File: src/verilog/dark_sub_macros.svh
`ifndef DARK_SUB_MACROS_SVH
`define DARK_SUB_MACROS_SVH

// host channel and memory port
`define DS_MSG_W       32
`define DS_APP_DATA_W  64
`define DS_ADDR_W      27
`define DS_ADDR_INC    8   // one BL8 burst, two beats
`define DS_START_ADDR  0

// pixel datapath
`define DS_DN_W        12
`define DS_COEFF_W     16
`define DS_FIFO_DEPTH  16
`define DS_FIFO_HIGH   10

// capture counters
`define DS_ROW_W       11
`define DS_COL_W       11
`define DS_FRAME_W     20

`endif

File: src/verilog/dram_app_pkg.sv
`default_nettype none

`include "dark_sub_macros.svh"

package dram_app_pkg;

  // command half of the controller app port
  typedef struct packed {
    logic                  en;
    logic                  read;   // 0 = write
    logic [`DS_ADDR_W-1:0] addr;
  } dram_cmd_t;

  // write data fifo side
  typedef struct packed {
    logic                      wren;
    logic                      last;  // app_wdf_end
    logic [`DS_APP_DATA_W-1:0] data;
  } dram_wdata_t;

  // read return, no flow control
  typedef struct packed {
    logic                      valid;
    logic [`DS_APP_DATA_W-1:0] data;
  } dram_rdata_t;

endpackage

`default_nettype wire

File: src/verilog/capture_pkg.sv
`default_nettype none

`include "dark_sub_macros.svh"

package capture_pkg;

  typedef struct packed {
    logic                   kind;  // 1 for coefficient
    logic [14:0]            rsvd;
    logic [`DS_COEFF_W-1:0] coeff;
  } coeff_msg_t;

  typedef struct packed {
    logic                kind;  // 0 for pixel
    logic                fval;
    logic                lval;
    logic [16:0]         rsvd;
    logic [`DS_DN_W-1:0] dn;
  } pixel_msg_t;

  // same 32-bit word, decoded by the kind bit
  typedef union packed {
    coeff_msg_t coeff_view;
    pixel_msg_t pix_view;
  } host_msg_t;

  typedef struct packed {
    logic                   valid;
    logic [`DS_FRAME_W-1:0] frame;
    logic [`DS_ROW_W-1:0]   row;
    logic [`DS_COL_W-1:0]   col;
    logic [`DS_DN_W-1:0]    value;
  } pix_out_t;

  typedef enum logic [2:0] {
    CAP_STANDBY,
    CAP_INTRALINE,
    CAP_INTERLINE,
    CAP_INTERFRAME,
    CAP_ERROR
  } capture_state_t;

endpackage

`default_nettype wire

File: src/verilog/coeff_fifo.sv
`timescale 1ns/1ps
`default_nettype none

`include "dark_sub_macros.svh"

module coeff_fifo (
  input  wire logic                      dram_clk,
  input  wire logic                      reset,
  input  wire logic                      wr_en,
  input  wire logic [`DS_APP_DATA_W-1:0] din,
  input  wire logic                      rd_en,
  output logic      [`DS_APP_DATA_W-1:0] dout,
  output logic                           full,
  output logic                           high,
  output logic                           empty
);

  localparam int PTR_W = $clog2(`DS_FIFO_DEPTH);

  logic [`DS_APP_DATA_W-1:0] mem [`DS_FIFO_DEPTH];
  logic [PTR_W-1:0]          wr_ptr;
  logic [PTR_W-1:0]          rd_ptr;
  logic [PTR_W:0]            count;
  logic                      do_wr;
  logic                      do_rd;

  assign do_wr = wr_en && !full;
  assign do_rd = rd_en && !empty;

  // first word fall-through
  assign dout  = mem[rd_ptr];
  assign full  = count == (PTR_W + 1)'(`DS_FIFO_DEPTH);
  assign empty = count == '0;
  assign high  = count >= (PTR_W + 1)'(`DS_FIFO_HIGH);

  always_ff @(posedge dram_clk) begin
    if (do_wr) mem[wr_ptr] <= din;
  end

  always_ff @(posedge dram_clk) begin
    if (reset) begin
      wr_ptr <= '0;
      rd_ptr <= '0;
      count  <= '0;
    end else begin
      if (do_wr) wr_ptr <= wr_ptr + 1'b1;
      if (do_rd) rd_ptr <= rd_ptr + 1'b1;
      case ({do_wr, do_rd})
        2'b10:   count <= count + 1'b1;
        2'b01:   count <= count - 1'b1;
        default: count <= count;
      endcase
    end
  end

  // read throttling upstream must keep the in-flight beats below full
  a_no_write_when_full: assert property (
    @(posedge dram_clk) disable iff (reset) full |-> !wr_en
  );

endmodule

`default_nettype wire

File: src/verilog/dram_coeff_ctrl.sv
`timescale 1ns/1ps
`default_nettype none

`include "dark_sub_macros.svh"

module dram_coeff_ctrl
  import dram_app_pkg::*;
  import capture_pkg::*;
(
  input  wire logic        dram_clk,
  input  wire logic        reset,
  input  wire logic        msg_pending,
  input  wire host_msg_t   msg,
  output logic             msg_ack,
  output logic             accepted_pixel,
  input  wire logic        app_rdy,
  output dram_cmd_t        dram_cmd,
  input  wire logic        app_wdf_rdy,
  output dram_wdata_t      dram_wdata,
  input  wire logic        fifo_full,
  input  wire logic        fifo_high,
  input  wire logic        frame_gap,
  output logic             ctrl_error
);

  typedef enum logic [2:0] {
    S_MSG_WAIT,
    S_WR_WAIT,
    S_WR1,
    S_WR2,
    S_READING,
    S_THROTTLED,
    S_INTERFRAME,
    S_ERROR
  } ctrl_state_t;

  ctrl_state_t                 state;
  logic [2*`DS_APP_DATA_W-1:0] stage;
  logic [2:0]                  coeff_idx;
  logic [`DS_ADDR_W-1:0]       end_addr;
  logic [`DS_ADDR_W-1:0]       rd_addr_next;
  logic                        rearm;
  logic                        is_coeff;
  logic                        may_take;
  logic                        accept;

  assign is_coeff = msg.coeff_view.kind;
  // coefficients only between bursts, pixels anywhere but mid-write
  assign may_take = is_coeff ? (state == S_MSG_WAIT)
                             : !(state inside {S_WR1, S_WR2, S_ERROR});
  assign accept         = msg_pending && !msg_ack && may_take;
  assign accepted_pixel = accept && !is_coeff;
  assign ctrl_error     = state == S_ERROR;

  // address of the next read once the pending command is taken
  assign rd_addr_next = dram_cmd.en ? dram_cmd.addr + `DS_ADDR_INC : dram_cmd.addr;

  always_ff @(posedge dram_clk) begin
    if (accept && is_coeff) stage[coeff_idx*`DS_COEFF_W +: `DS_COEFF_W] <= msg.coeff_view.coeff;
  end

  always_ff @(posedge dram_clk) begin
    if (reset) begin
      state           <= S_MSG_WAIT;
      msg_ack         <= 1'b0;
      coeff_idx       <= '0;
      end_addr        <= `DS_START_ADDR;
      rearm           <= 1'b0;
      dram_cmd.en     <= 1'b0;
      dram_cmd.read   <= 1'b0;
      dram_cmd.addr   <= `DS_START_ADDR;
      dram_wdata.wren <= 1'b0;
      dram_wdata.last <= 1'b1;
    end else begin
      msg_ack <= accept;
      if (!frame_gap) rearm <= 1'b1;

      if (fifo_full && state != S_ERROR) begin
        dram_cmd.en <= 1'b0;
        state       <= S_ERROR;
      end else begin
        case (state)
          S_MSG_WAIT:
            if (accept && !is_coeff) begin  // first pixel, start pass 1
              dram_cmd.addr <= `DS_START_ADDR;
              dram_cmd.read <= 1'b1;
              dram_cmd.en   <= end_addr != `DS_START_ADDR;
              rearm         <= 1'b0;
              state         <= (end_addr != `DS_START_ADDR) ? S_READING : S_INTERFRAME;
            end else if (accept) begin
              coeff_idx <= coeff_idx + 1'b1;
              if (coeff_idx == 3'd7) begin
                dram_cmd.en     <= 1'b1;
                dram_cmd.read   <= 1'b0;
                dram_wdata.wren <= 1'b1;
                dram_wdata.last <= 1'b0;
                dram_wdata.data <= stage[0 +: `DS_APP_DATA_W];
                state           <= S_WR1;
              end
            end
          S_WR1: begin
            if (app_rdy) dram_cmd.en <= 1'b0;
            if (app_wdf_rdy) begin
              dram_wdata.last <= 1'b1;
              dram_wdata.data <= stage[`DS_APP_DATA_W +: `DS_APP_DATA_W];
              state           <= S_WR2;
            end
          end
          S_WR2: begin
            if (app_rdy) dram_cmd.en <= 1'b0;
            dram_wdata.wren <= 1'b0;
            if (!app_wdf_rdy) state <= S_ERROR;  // second beat refused
            else if (dram_cmd.en && !app_rdy) state <= S_WR_WAIT;
            else begin
              dram_cmd.addr <= dram_cmd.addr + `DS_ADDR_INC;
              end_addr      <= end_addr + `DS_ADDR_INC;
              state         <= S_MSG_WAIT;
            end
          end
          S_WR_WAIT:
            if (app_rdy) begin
              dram_cmd.en   <= 1'b0;
              dram_cmd.addr <= dram_cmd.addr + `DS_ADDR_INC;
              end_addr      <= end_addr + `DS_ADDR_INC;
              state         <= S_MSG_WAIT;
            end
          S_READING:
            if (!dram_cmd.en || app_rdy) begin
              dram_cmd.addr <= rd_addr_next;
              if (rd_addr_next == end_addr) begin
                dram_cmd.en <= 1'b0;
                state       <= S_INTERFRAME;
              end else if (fifo_high) begin
                dram_cmd.en <= 1'b0;
                state       <= S_THROTTLED;
              end else begin
                dram_cmd.en <= 1'b1;
              end
            end
          S_THROTTLED:
            if (!fifo_high) begin
              dram_cmd.en <= 1'b1;
              state       <= S_READING;
            end
          S_INTERFRAME:
            if (frame_gap && rearm) begin  // once per gap
              dram_cmd.addr <= `DS_START_ADDR;
              dram_cmd.en   <= 1'b1;
              rearm         <= 1'b0;
              state         <= S_READING;
            end
          default: ;  // error holds
        endcase
      end
    end
  end

  // throttle at the high mark leaves room for the reads in flight
  a_no_full_while_reading: assert property (
    @(posedge dram_clk) disable iff (reset) state == S_READING |-> !fifo_full
  );

endmodule

`default_nettype wire

File: src/verilog/capture_tracker.sv
`timescale 1ns/1ps
`default_nettype none

`include "dark_sub_macros.svh"

// idle cycles arrive as lval without fval, which no real pixel carries
module capture_tracker
  import capture_pkg::*;
(
  input  wire logic                   dram_clk,
  input  wire logic                   reset,
  input  wire logic                   fval,
  input  wire logic                   lval,
  input  wire logic                   fifo_empty,
  output logic      [`DS_FRAME_W-1:0] frame,
  output logic      [`DS_ROW_W-1:0]   row,
  output logic      [`DS_COL_W-1:0]   col,
  output logic                        frame_gap,
  output logic                        underrun
);

  capture_state_t state;
  logic           pix;
  logic           line_gap;
  logic           frame_end;

  assign pix       = fval && lval;
  assign line_gap  = fval && !lval;
  assign frame_end = !fval && !lval;

  assign frame_gap = state == CAP_INTERFRAME;
  assign underrun  = state == CAP_ERROR;

  always_ff @(posedge dram_clk) begin
    if (reset) begin
      state <= CAP_STANDBY;
      frame <= '0;
      row   <= '0;
      col   <= '0;
    end else if (pix && fifo_empty && state != CAP_ERROR) begin
      state <= CAP_ERROR;  // no coefficient for this pixel
    end else begin
      case (state)
        CAP_STANDBY:
          if (pix) begin
            frame <= '0;
            row   <= '0;
            col   <= '0;
            state <= CAP_INTRALINE;
          end
        CAP_INTRALINE:
          if (pix) col <= col + 1'b1;
          else if (line_gap) state <= CAP_INTERLINE;
          else if (frame_end) state <= CAP_INTERFRAME;
        CAP_INTERLINE:
          if (pix) begin
            row   <= row + 1'b1;
            col   <= '0;
            state <= CAP_INTRALINE;
          end else if (frame_end) begin
            state <= CAP_INTERFRAME;
          end
        CAP_INTERFRAME:
          if (pix) begin
            frame <= frame + 1'b1;
            row   <= '0;
            col   <= '0;
            state <= CAP_INTRALINE;
          end
        default: ;  // locked until reset
      endcase
    end
  end

endmodule

`default_nettype wire

File: src/verilog/pixel_pipe.sv
`timescale 1ns/1ps
`default_nettype none

`include "dark_sub_macros.svh"

module pixel_pipe
  import capture_pkg::*;
(
  input  wire logic                      dram_clk,
  input  wire logic                      reset,
  input  wire logic                      accepted_pixel,
  input  wire host_msg_t                 msg,
  input  wire logic [`DS_APP_DATA_W-1:0] coeff_beat,
  input  wire logic                      fifo_empty,
  output logic                           fifo_pop,
  output logic                           frame_gap,
  output pix_out_t                       pix_out,
  output logic                           underrun
);

  logic                   s1_fval;
  logic                   s1_lval;
  logic [`DS_DN_W-1:0]    s1_dn;
  logic                   pix;
  logic [1:0]             lane;
  logic [`DS_COEFF_W-1:0] coeff;
  logic                   s2_valid;
  logic [`DS_DN_W-1:0]    s2_value;
  logic [`DS_FRAME_W-1:0] frame;
  logic [`DS_ROW_W-1:0]   row;
  logic [`DS_COL_W-1:0]   col;

  // stage 1, non-message cycles look like idle (lval without fval)
  always_ff @(posedge dram_clk) begin
    if (reset) begin
      s1_fval <= 1'b0;
      s1_lval <= 1'b1;
      s1_dn   <= '0;
    end else begin
      s1_fval <= accepted_pixel && msg.pix_view.fval;
      s1_lval <= !accepted_pixel || msg.pix_view.lval;
      s1_dn   <= msg.pix_view.dn;
    end
  end

  assign pix = s1_fval && s1_lval;

  assign coeff    = coeff_beat[lane*`DS_COEFF_W +: `DS_COEFF_W];
  assign fifo_pop = pix && !fifo_empty && lane == 2'd3;

  capture_tracker i_capture_tracker (
    .dram_clk   (dram_clk),
    .reset      (reset),
    .fval       (s1_fval),
    .lval       (s1_lval),
    .fifo_empty (fifo_empty),
    .frame      (frame),
    .row        (row),
    .col        (col),
    .frame_gap  (frame_gap),
    .underrun   (underrun)
  );

  // stage 2, tracker counters move on at the same edge
  always_ff @(posedge dram_clk) begin
    if (reset) begin
      lane     <= '0;
      s2_valid <= 1'b0;
      s2_value <= '0;
    end else begin
      s2_valid <= pix && !fifo_empty && !underrun;
      if (pix && !fifo_empty) begin
        lane     <= lane + 1'b1;
        s2_value <= (`DS_COEFF_W'(s1_dn) > coeff) ? s1_dn - `DS_DN_W'(coeff) : '0;
      end
    end
  end

  // stage 3, value tagged with its position
  always_ff @(posedge dram_clk) begin
    if (reset) begin
      pix_out <= '0;
    end else begin
      pix_out.valid <= s2_valid;
      pix_out.frame <= frame;
      pix_out.row   <= row;
      pix_out.col   <= col;
      pix_out.value <= s2_value;
    end
  end

endmodule

`default_nettype wire

File: src/verilog/dark_sub_top.sv
`timescale 1ns/1ps
`default_nettype none

`include "dark_sub_macros.svh"

module dark_sub_top
  import dram_app_pkg::*;
  import capture_pkg::*;
(
  input  wire logic        dram_clk,
  input  wire logic        reset,
  input  wire logic        msg_pending,
  input  wire host_msg_t   msg,
  output logic             msg_ack,
  input  wire logic        app_rdy,
  output dram_cmd_t        dram_cmd,
  input  wire logic        app_wdf_rdy,
  output dram_wdata_t      dram_wdata,
  input  wire dram_rdata_t dram_rdata,
  output pix_out_t         pix_out,
  output logic             error
);

  logic                      accepted_pixel;
  logic                      fifo_full;
  logic                      fifo_high;
  logic                      fifo_empty;
  logic                      fifo_pop;
  logic                      frame_gap;
  logic                      ctrl_error;
  logic                      underrun;
  logic [`DS_APP_DATA_W-1:0] coeff_beat;

  // full is one of the three error sources
  assign error = ctrl_error || fifo_full || underrun;

  dram_coeff_ctrl i_dram_coeff_ctrl (
    .dram_clk       (dram_clk),
    .reset          (reset),
    .msg_pending    (msg_pending),
    .msg            (msg),
    .msg_ack        (msg_ack),
    .accepted_pixel (accepted_pixel),
    .app_rdy        (app_rdy),
    .dram_cmd       (dram_cmd),
    .app_wdf_rdy    (app_wdf_rdy),
    .dram_wdata     (dram_wdata),
    .fifo_full      (fifo_full),
    .fifo_high      (fifo_high),
    .frame_gap      (frame_gap),
    .ctrl_error     (ctrl_error)
  );

  coeff_fifo i_coeff_fifo (
    .dram_clk (dram_clk),
    .reset    (reset),
    .wr_en    (dram_rdata.valid),  // flow control is the read throttle
    .din      (dram_rdata.data),
    .rd_en    (fifo_pop),
    .dout     (coeff_beat),
    .full     (fifo_full),
    .high     (fifo_high),
    .empty    (fifo_empty)
  );

  pixel_pipe i_pixel_pipe (
    .dram_clk       (dram_clk),
    .reset          (reset),
    .accepted_pixel (accepted_pixel),
    .msg            (msg),
    .coeff_beat     (coeff_beat),
    .fifo_empty     (fifo_empty),
    .fifo_pop       (fifo_pop),
    .frame_gap      (frame_gap),
    .pix_out        (pix_out),
    .underrun       (underrun)
  );

endmodule

`default_nettype wire

File: config.mk
export PLATFORM = sky130hd
export DESIGN_NAME = dark_sub_top
export DESIGN_NICKNAME = d
export VERILOG_FILES = /design/src/verilog/dram_app_pkg.sv /design/src/verilog/capture_pkg.sv /design/src/verilog/coeff_fifo.sv /design/src/verilog/dram_coeff_ctrl.sv /design/src/verilog/capture_tracker.sv /design/src/verilog/pixel_pipe.sv /design/src/verilog/dark_sub_top.sv
export VERILOG_INCLUDE_DIRS = /design/src /design/src/verilog
export SDC_FILE = /design/constraint.sdc
export NUM_CORES = 2
export LEC_CHECK = 0
export BUFFER_PORTS_ARGS = -buffer_cell sky130_fd_sc_hd__buf_4
export CAP_MARGIN = 15
export CELL_PAD_IN_SITES_DETAIL_PLACEMENT = 0
export CELL_PAD_IN_SITES_GLOBAL_PLACEMENT = 1
export CORE_AREA = 2 2 479 481
export CTS_BUF_LIST = sky130_fd_sc_hd__clkbuf_8 sky130_fd_sc_hd__clkbuf_16
export CTS_CLUSTER_DIAMETER = 100
export CTS_CLUSTER_SIZE = 30
export DETAILED_ROUTE_END_ITERATION = 10
export DIE_AREA = 0 0 481 483
export GPL_TIMING_DRIVEN = 0
export PLACE_DENSITY = 0.39
export SLEW_MARGIN = 20
export SYNTH_ARGS = -nofsm -noshare
export SYNTH_HDL_FRONTEND = slang
export SYNTH_HIERARCHICAL = 1
export SYNTH_SLANG_ARGS = --single-unit
File: constraint.sdc
create_clock -name dram_clk -period 18.71 [get_ports dram_clk]
set_clock_uncertainty 0.15 [all_clocks]
set_input_delay 1.871 -clock dram_clk [delete_from_list [all_inputs] [get_ports dram_clk]]
set_output_delay 1.871 -clock dram_clk [all_outputs]
set_load 0.01 [all_outputs]
==> impl_metrics.json <==
{
  "dpl_cell_area_um2": 63980,
  "synth_top_family_by_area": "multiplexers",
  "area_growth_pct": 17.97,
  "ys_types": 90,
  "worstSetupEndpointType": "flop",
  "crit_chain": "buf_2 > buf_1 > mux4_2 > a22oi_1 > nand2_1 > mux4_2 > inv_1 > ha_1 > clkbuf_1 > o21a_1 > o21ai_0 > nor2_1 > a2111oi_0 > o31ai_1",
  "r2r-end": "i_pixel_pipe/s2_value[11]$_SDFFE_PP0P_",
  "grt_pass1_wl_mm": 252.8,
  "critical_path_class": "flop to flop",
  "setup_violations": 0,
  "gp_congestion": 0.7437,
  "final_cell_mix": "1216 x edfxtp_1, 287 x buf_4, 268 x mux4_2, 206 x dfxtp_1, 191 x nor2_1",
  "via_per_inst": 4.506,
  "drive_above_1_share_pct": 24.43,
  "design_area_um2": 66720,
  "syn_area_um2": 56560,
  "drt-total-wl_mm": 179.4,
  "ys_ff_latch": 1422,
  "finish.utilization_pct": 29.41,
  "finalCritPeriodShare_pct": 30.18,
  "clk_pin_slew_ns": 0.11,
  "antenna_found_initial": 32,
  "synthArstFlopShare_pct": 0,
  "rsz0062_at_grt": "false",
  "required_ns": 19.17,
  "cts_resized": 0,
  "track_usage_pct": 15.27,
  "hold_ws_ns": 0.3208,
  "antenna_left": 0,
  "drt_iter0_drc": 2417,
  "synth-xor-area-share_pct": 1.425,
  "path_delay_family": "buffers and inverters",
  "cts_buffers": 76,
  "synthAdderAreaFrac_pct": 0.8097,
  "cpMostUsedCell": "mux4_2",
  "dp.cells": 6661,
  "dieWidth_um": 481,
  "io_pins": 254,
  "hp-start": "i_pixel_pipe/s2_value[4]$_SDFFE_PP0P_",
  "finalSetupTns_ns": 0,
  "fin_crit_ns": 5.648,
  "synth-main-ff-cell": "edfxtp_1",
  "drv_slew": 0,
  "synth_compound_gate_area_share_pct": 4.674,
  "max_stage_delay_ns": 0.82,
  "die_h_um": 483,
  "timing.final.ws_setup_ns": 13.06,
  "cts_sinks": 1422,
  "nets": 3868,
  "first_pass_iters": 7,
  "synth_warnings": 6,
  "leakagePower_nw": 21.42,
  "hp-class": "flop to flop",
  "relSlewSlack_pct": 20.29,
  "instances_no_fill": 6807,
  "startpoint_type": "flop",
  "dieArea_um2": 232300,
  "reg2regPathDepth": 14,
  "cts_setup_buffers": 0,
  "port_buffers": 237,
  "dp_hpwl_mm": 125.3,
  "worstPathArrival_ns": 6.11,
  "min_to": "i_pixel_pipe/pix_out[4]$_SDFF_PP0_",
  "clock_latency_ns": 0.74,
  "ctsHoldBuffers": 0,
  "syn_avg_cell_area_um2": 17.13,
  "vias": 30670,
  "synth_simple_gate_area_share_pct": 7.236,
  "maxCapViolations": 0,
  "power_mw": 6.254,
  "hold_viol_final": 0,
  "drcViolationCount": 0,
  "synth_seq_area_share_pct": 71.85,
  "power_density_nw_per_um2": 93.74,
  "critPathMaxFanout": 10,
  "worst_pin_slew_ns": 1.191,
  "r2r_slack_ns": 13.06,
  "wl_per_cell_um": 26.36,
  "status": "finished clean",
  "grt_pass1_vias": 31790,
  "initial_utilization_pct": 24.93,
  "ir_drop_uv": 60.73,
  "postSynthCellCount": 3301,
  "cp_slowest_cell": "buf_1",
  "holdPathStages": 1,
  "critPathBufInv": 4,
  "grt_overflow": 0,
  "fmax_ghz": 0.1771,
  "pre_cts_slack_ns": 12.89,
  "grt_max_degree": 51,
  "htree_levels": 3,
  "cts_tree": "built",
  "synth-edff-count": 1216,
  "cts_root_buffer": "clkbuf_16",
  "cts_buffer_depth": 3,
  "layout_commonest_cell": "edfxtp_1",
  "placementRows": 175,
  "fp.coreArea_um2": 226800,
  "muxShareOfSynthArea_pct": 12.10
}
-- metal layers --
layer | track usage (%) | vias to the layer above | wire length, um
li1 | - | 13830 | -
met2 | 24.75 | 604 | 84140
met4 | 3.189 | 24 | 3141
met5 | 0 | - | 149
met1 | 21.56 | 16050 | 84470
met3 | 2.322 | 158 | 7537
-- area by class of cell --
| class | count | area [um2] |
|---|---|---|
| diodes | 8 | 20.02 |
| plain buffers | 190 | 918.4 |
| clock buffers | 77 | 1927 |
| clock inverters | 61 | 797.0 |
| fillers | 22650 | 160100 |
| inverters | 42 | 157.7 |
| multi-input cells | 1649 | 14990 |
| flip-flops and latches | 1422 | 40640 |
| well taps | 3009 | 3765 |
| repair buffers | 349 | 3506 |
-- kinds of logic after synthesis --
logic type	Yosys count
muxes	340
AOI/OAI and AO/OA	373
DFF	1422
adders and majority gates	36
and+or+nand+nor	805
xor gates and xnor gates	92
buffers and inverters	232
other	1
-- synthesized netlist by cell type (17+ instances only) --
cell type     n  share of area [%]
a21oi_1      75               0.66
a22oi_1     137                1.8
and2_1       77               0.85
and3_1       29               0.32
buf_1        17               0.11
buf_2        35               0.31
buf_6        17               0.34
clkbuf_1    113               0.75
dfxtp_1     206                7.3
edfxtp_1   1216                 65
ha_1         35               0.77
inv_1        42               0.28
mux2_2       66                1.3
mux4_2      268                 11
nand2_1     184                1.2
nand2b_1     17               0.19
nand3_1      50               0.44
nand4_1      38               0.42
nor2_1      204                1.4
nor2b_1      78               0.86
nor3_1       41               0.36
o21ai_0      43               0.38
or3_1        20               0.22
xnor2_1      40               0.62
xor2_1       52               0.81
-- how the worst max path moves through the flow --
stage,to,from,slack (ns),depth (start not counted)
finish,i_pixel_pipe/s2_value[11]$_SDFFE_PP0P_,flop,13.06,14
global route,i_pixel_pipe/s2_value[7]$_SDFFE_PP0P_,flop,12.87,14
CTS,i_pixel_pipe/s2_value[11]$_SDFFE_PP0P_,flop,12.88,14
detailed placement,i_pixel_pipe/s2_value[11]$_SDFFE_PP0P_,flop,12.89,14
global placement,i_coeff_fifo/mem[1][60]$_DFFE_PP_,dram_rdata[64],3.08,4
floorplan,i_coeff_fifo/mem[0][0]$_DFFE_PP_,dram_rdata[64],11.53,3
-- where the power goes --
| part | internal, mW | switching, mW | total, mW |
|---|---|---|---|
| logic | 0.217 | 0.400 | 0.617 |
| registers | 3.53 | 0.0350 | 3.57 |
| clock network | 0.870 | 1.20 | 2.07 |
| total | 4.62 | 1.64 | 6.25 |
-- sequential cells by signal, indices dropped and copies added, names as in the netlist, 4 cells and up, named ones only --
signal	count
i_pixel_pipe/pix_out	55
i_dram_coeff_ctrl/stage	128
i_coeff_fifo/count	5
i_coeff_fifo/wr_ptr	4
i_coeff_fifo/mem	1024
i_pixel_pipe/i_capture_tracker/frame	20
i_pixel_pipe/s1_dn	12
i_pixel_pipe/i_capture_tracker/row	11
i_dram_coeff_ctrl/end_addr	24
i_dram_coeff_ctrl/dram_wdata	66
i_dram_coeff_ctrl/dram_cmd	26
i_pixel_pipe/s2_value	12
i_coeff_fifo/rd_ptr	4
i_pixel_pipe/i_capture_tracker/col	11
No activity file was read; power rests on OpenSTA's default activity.
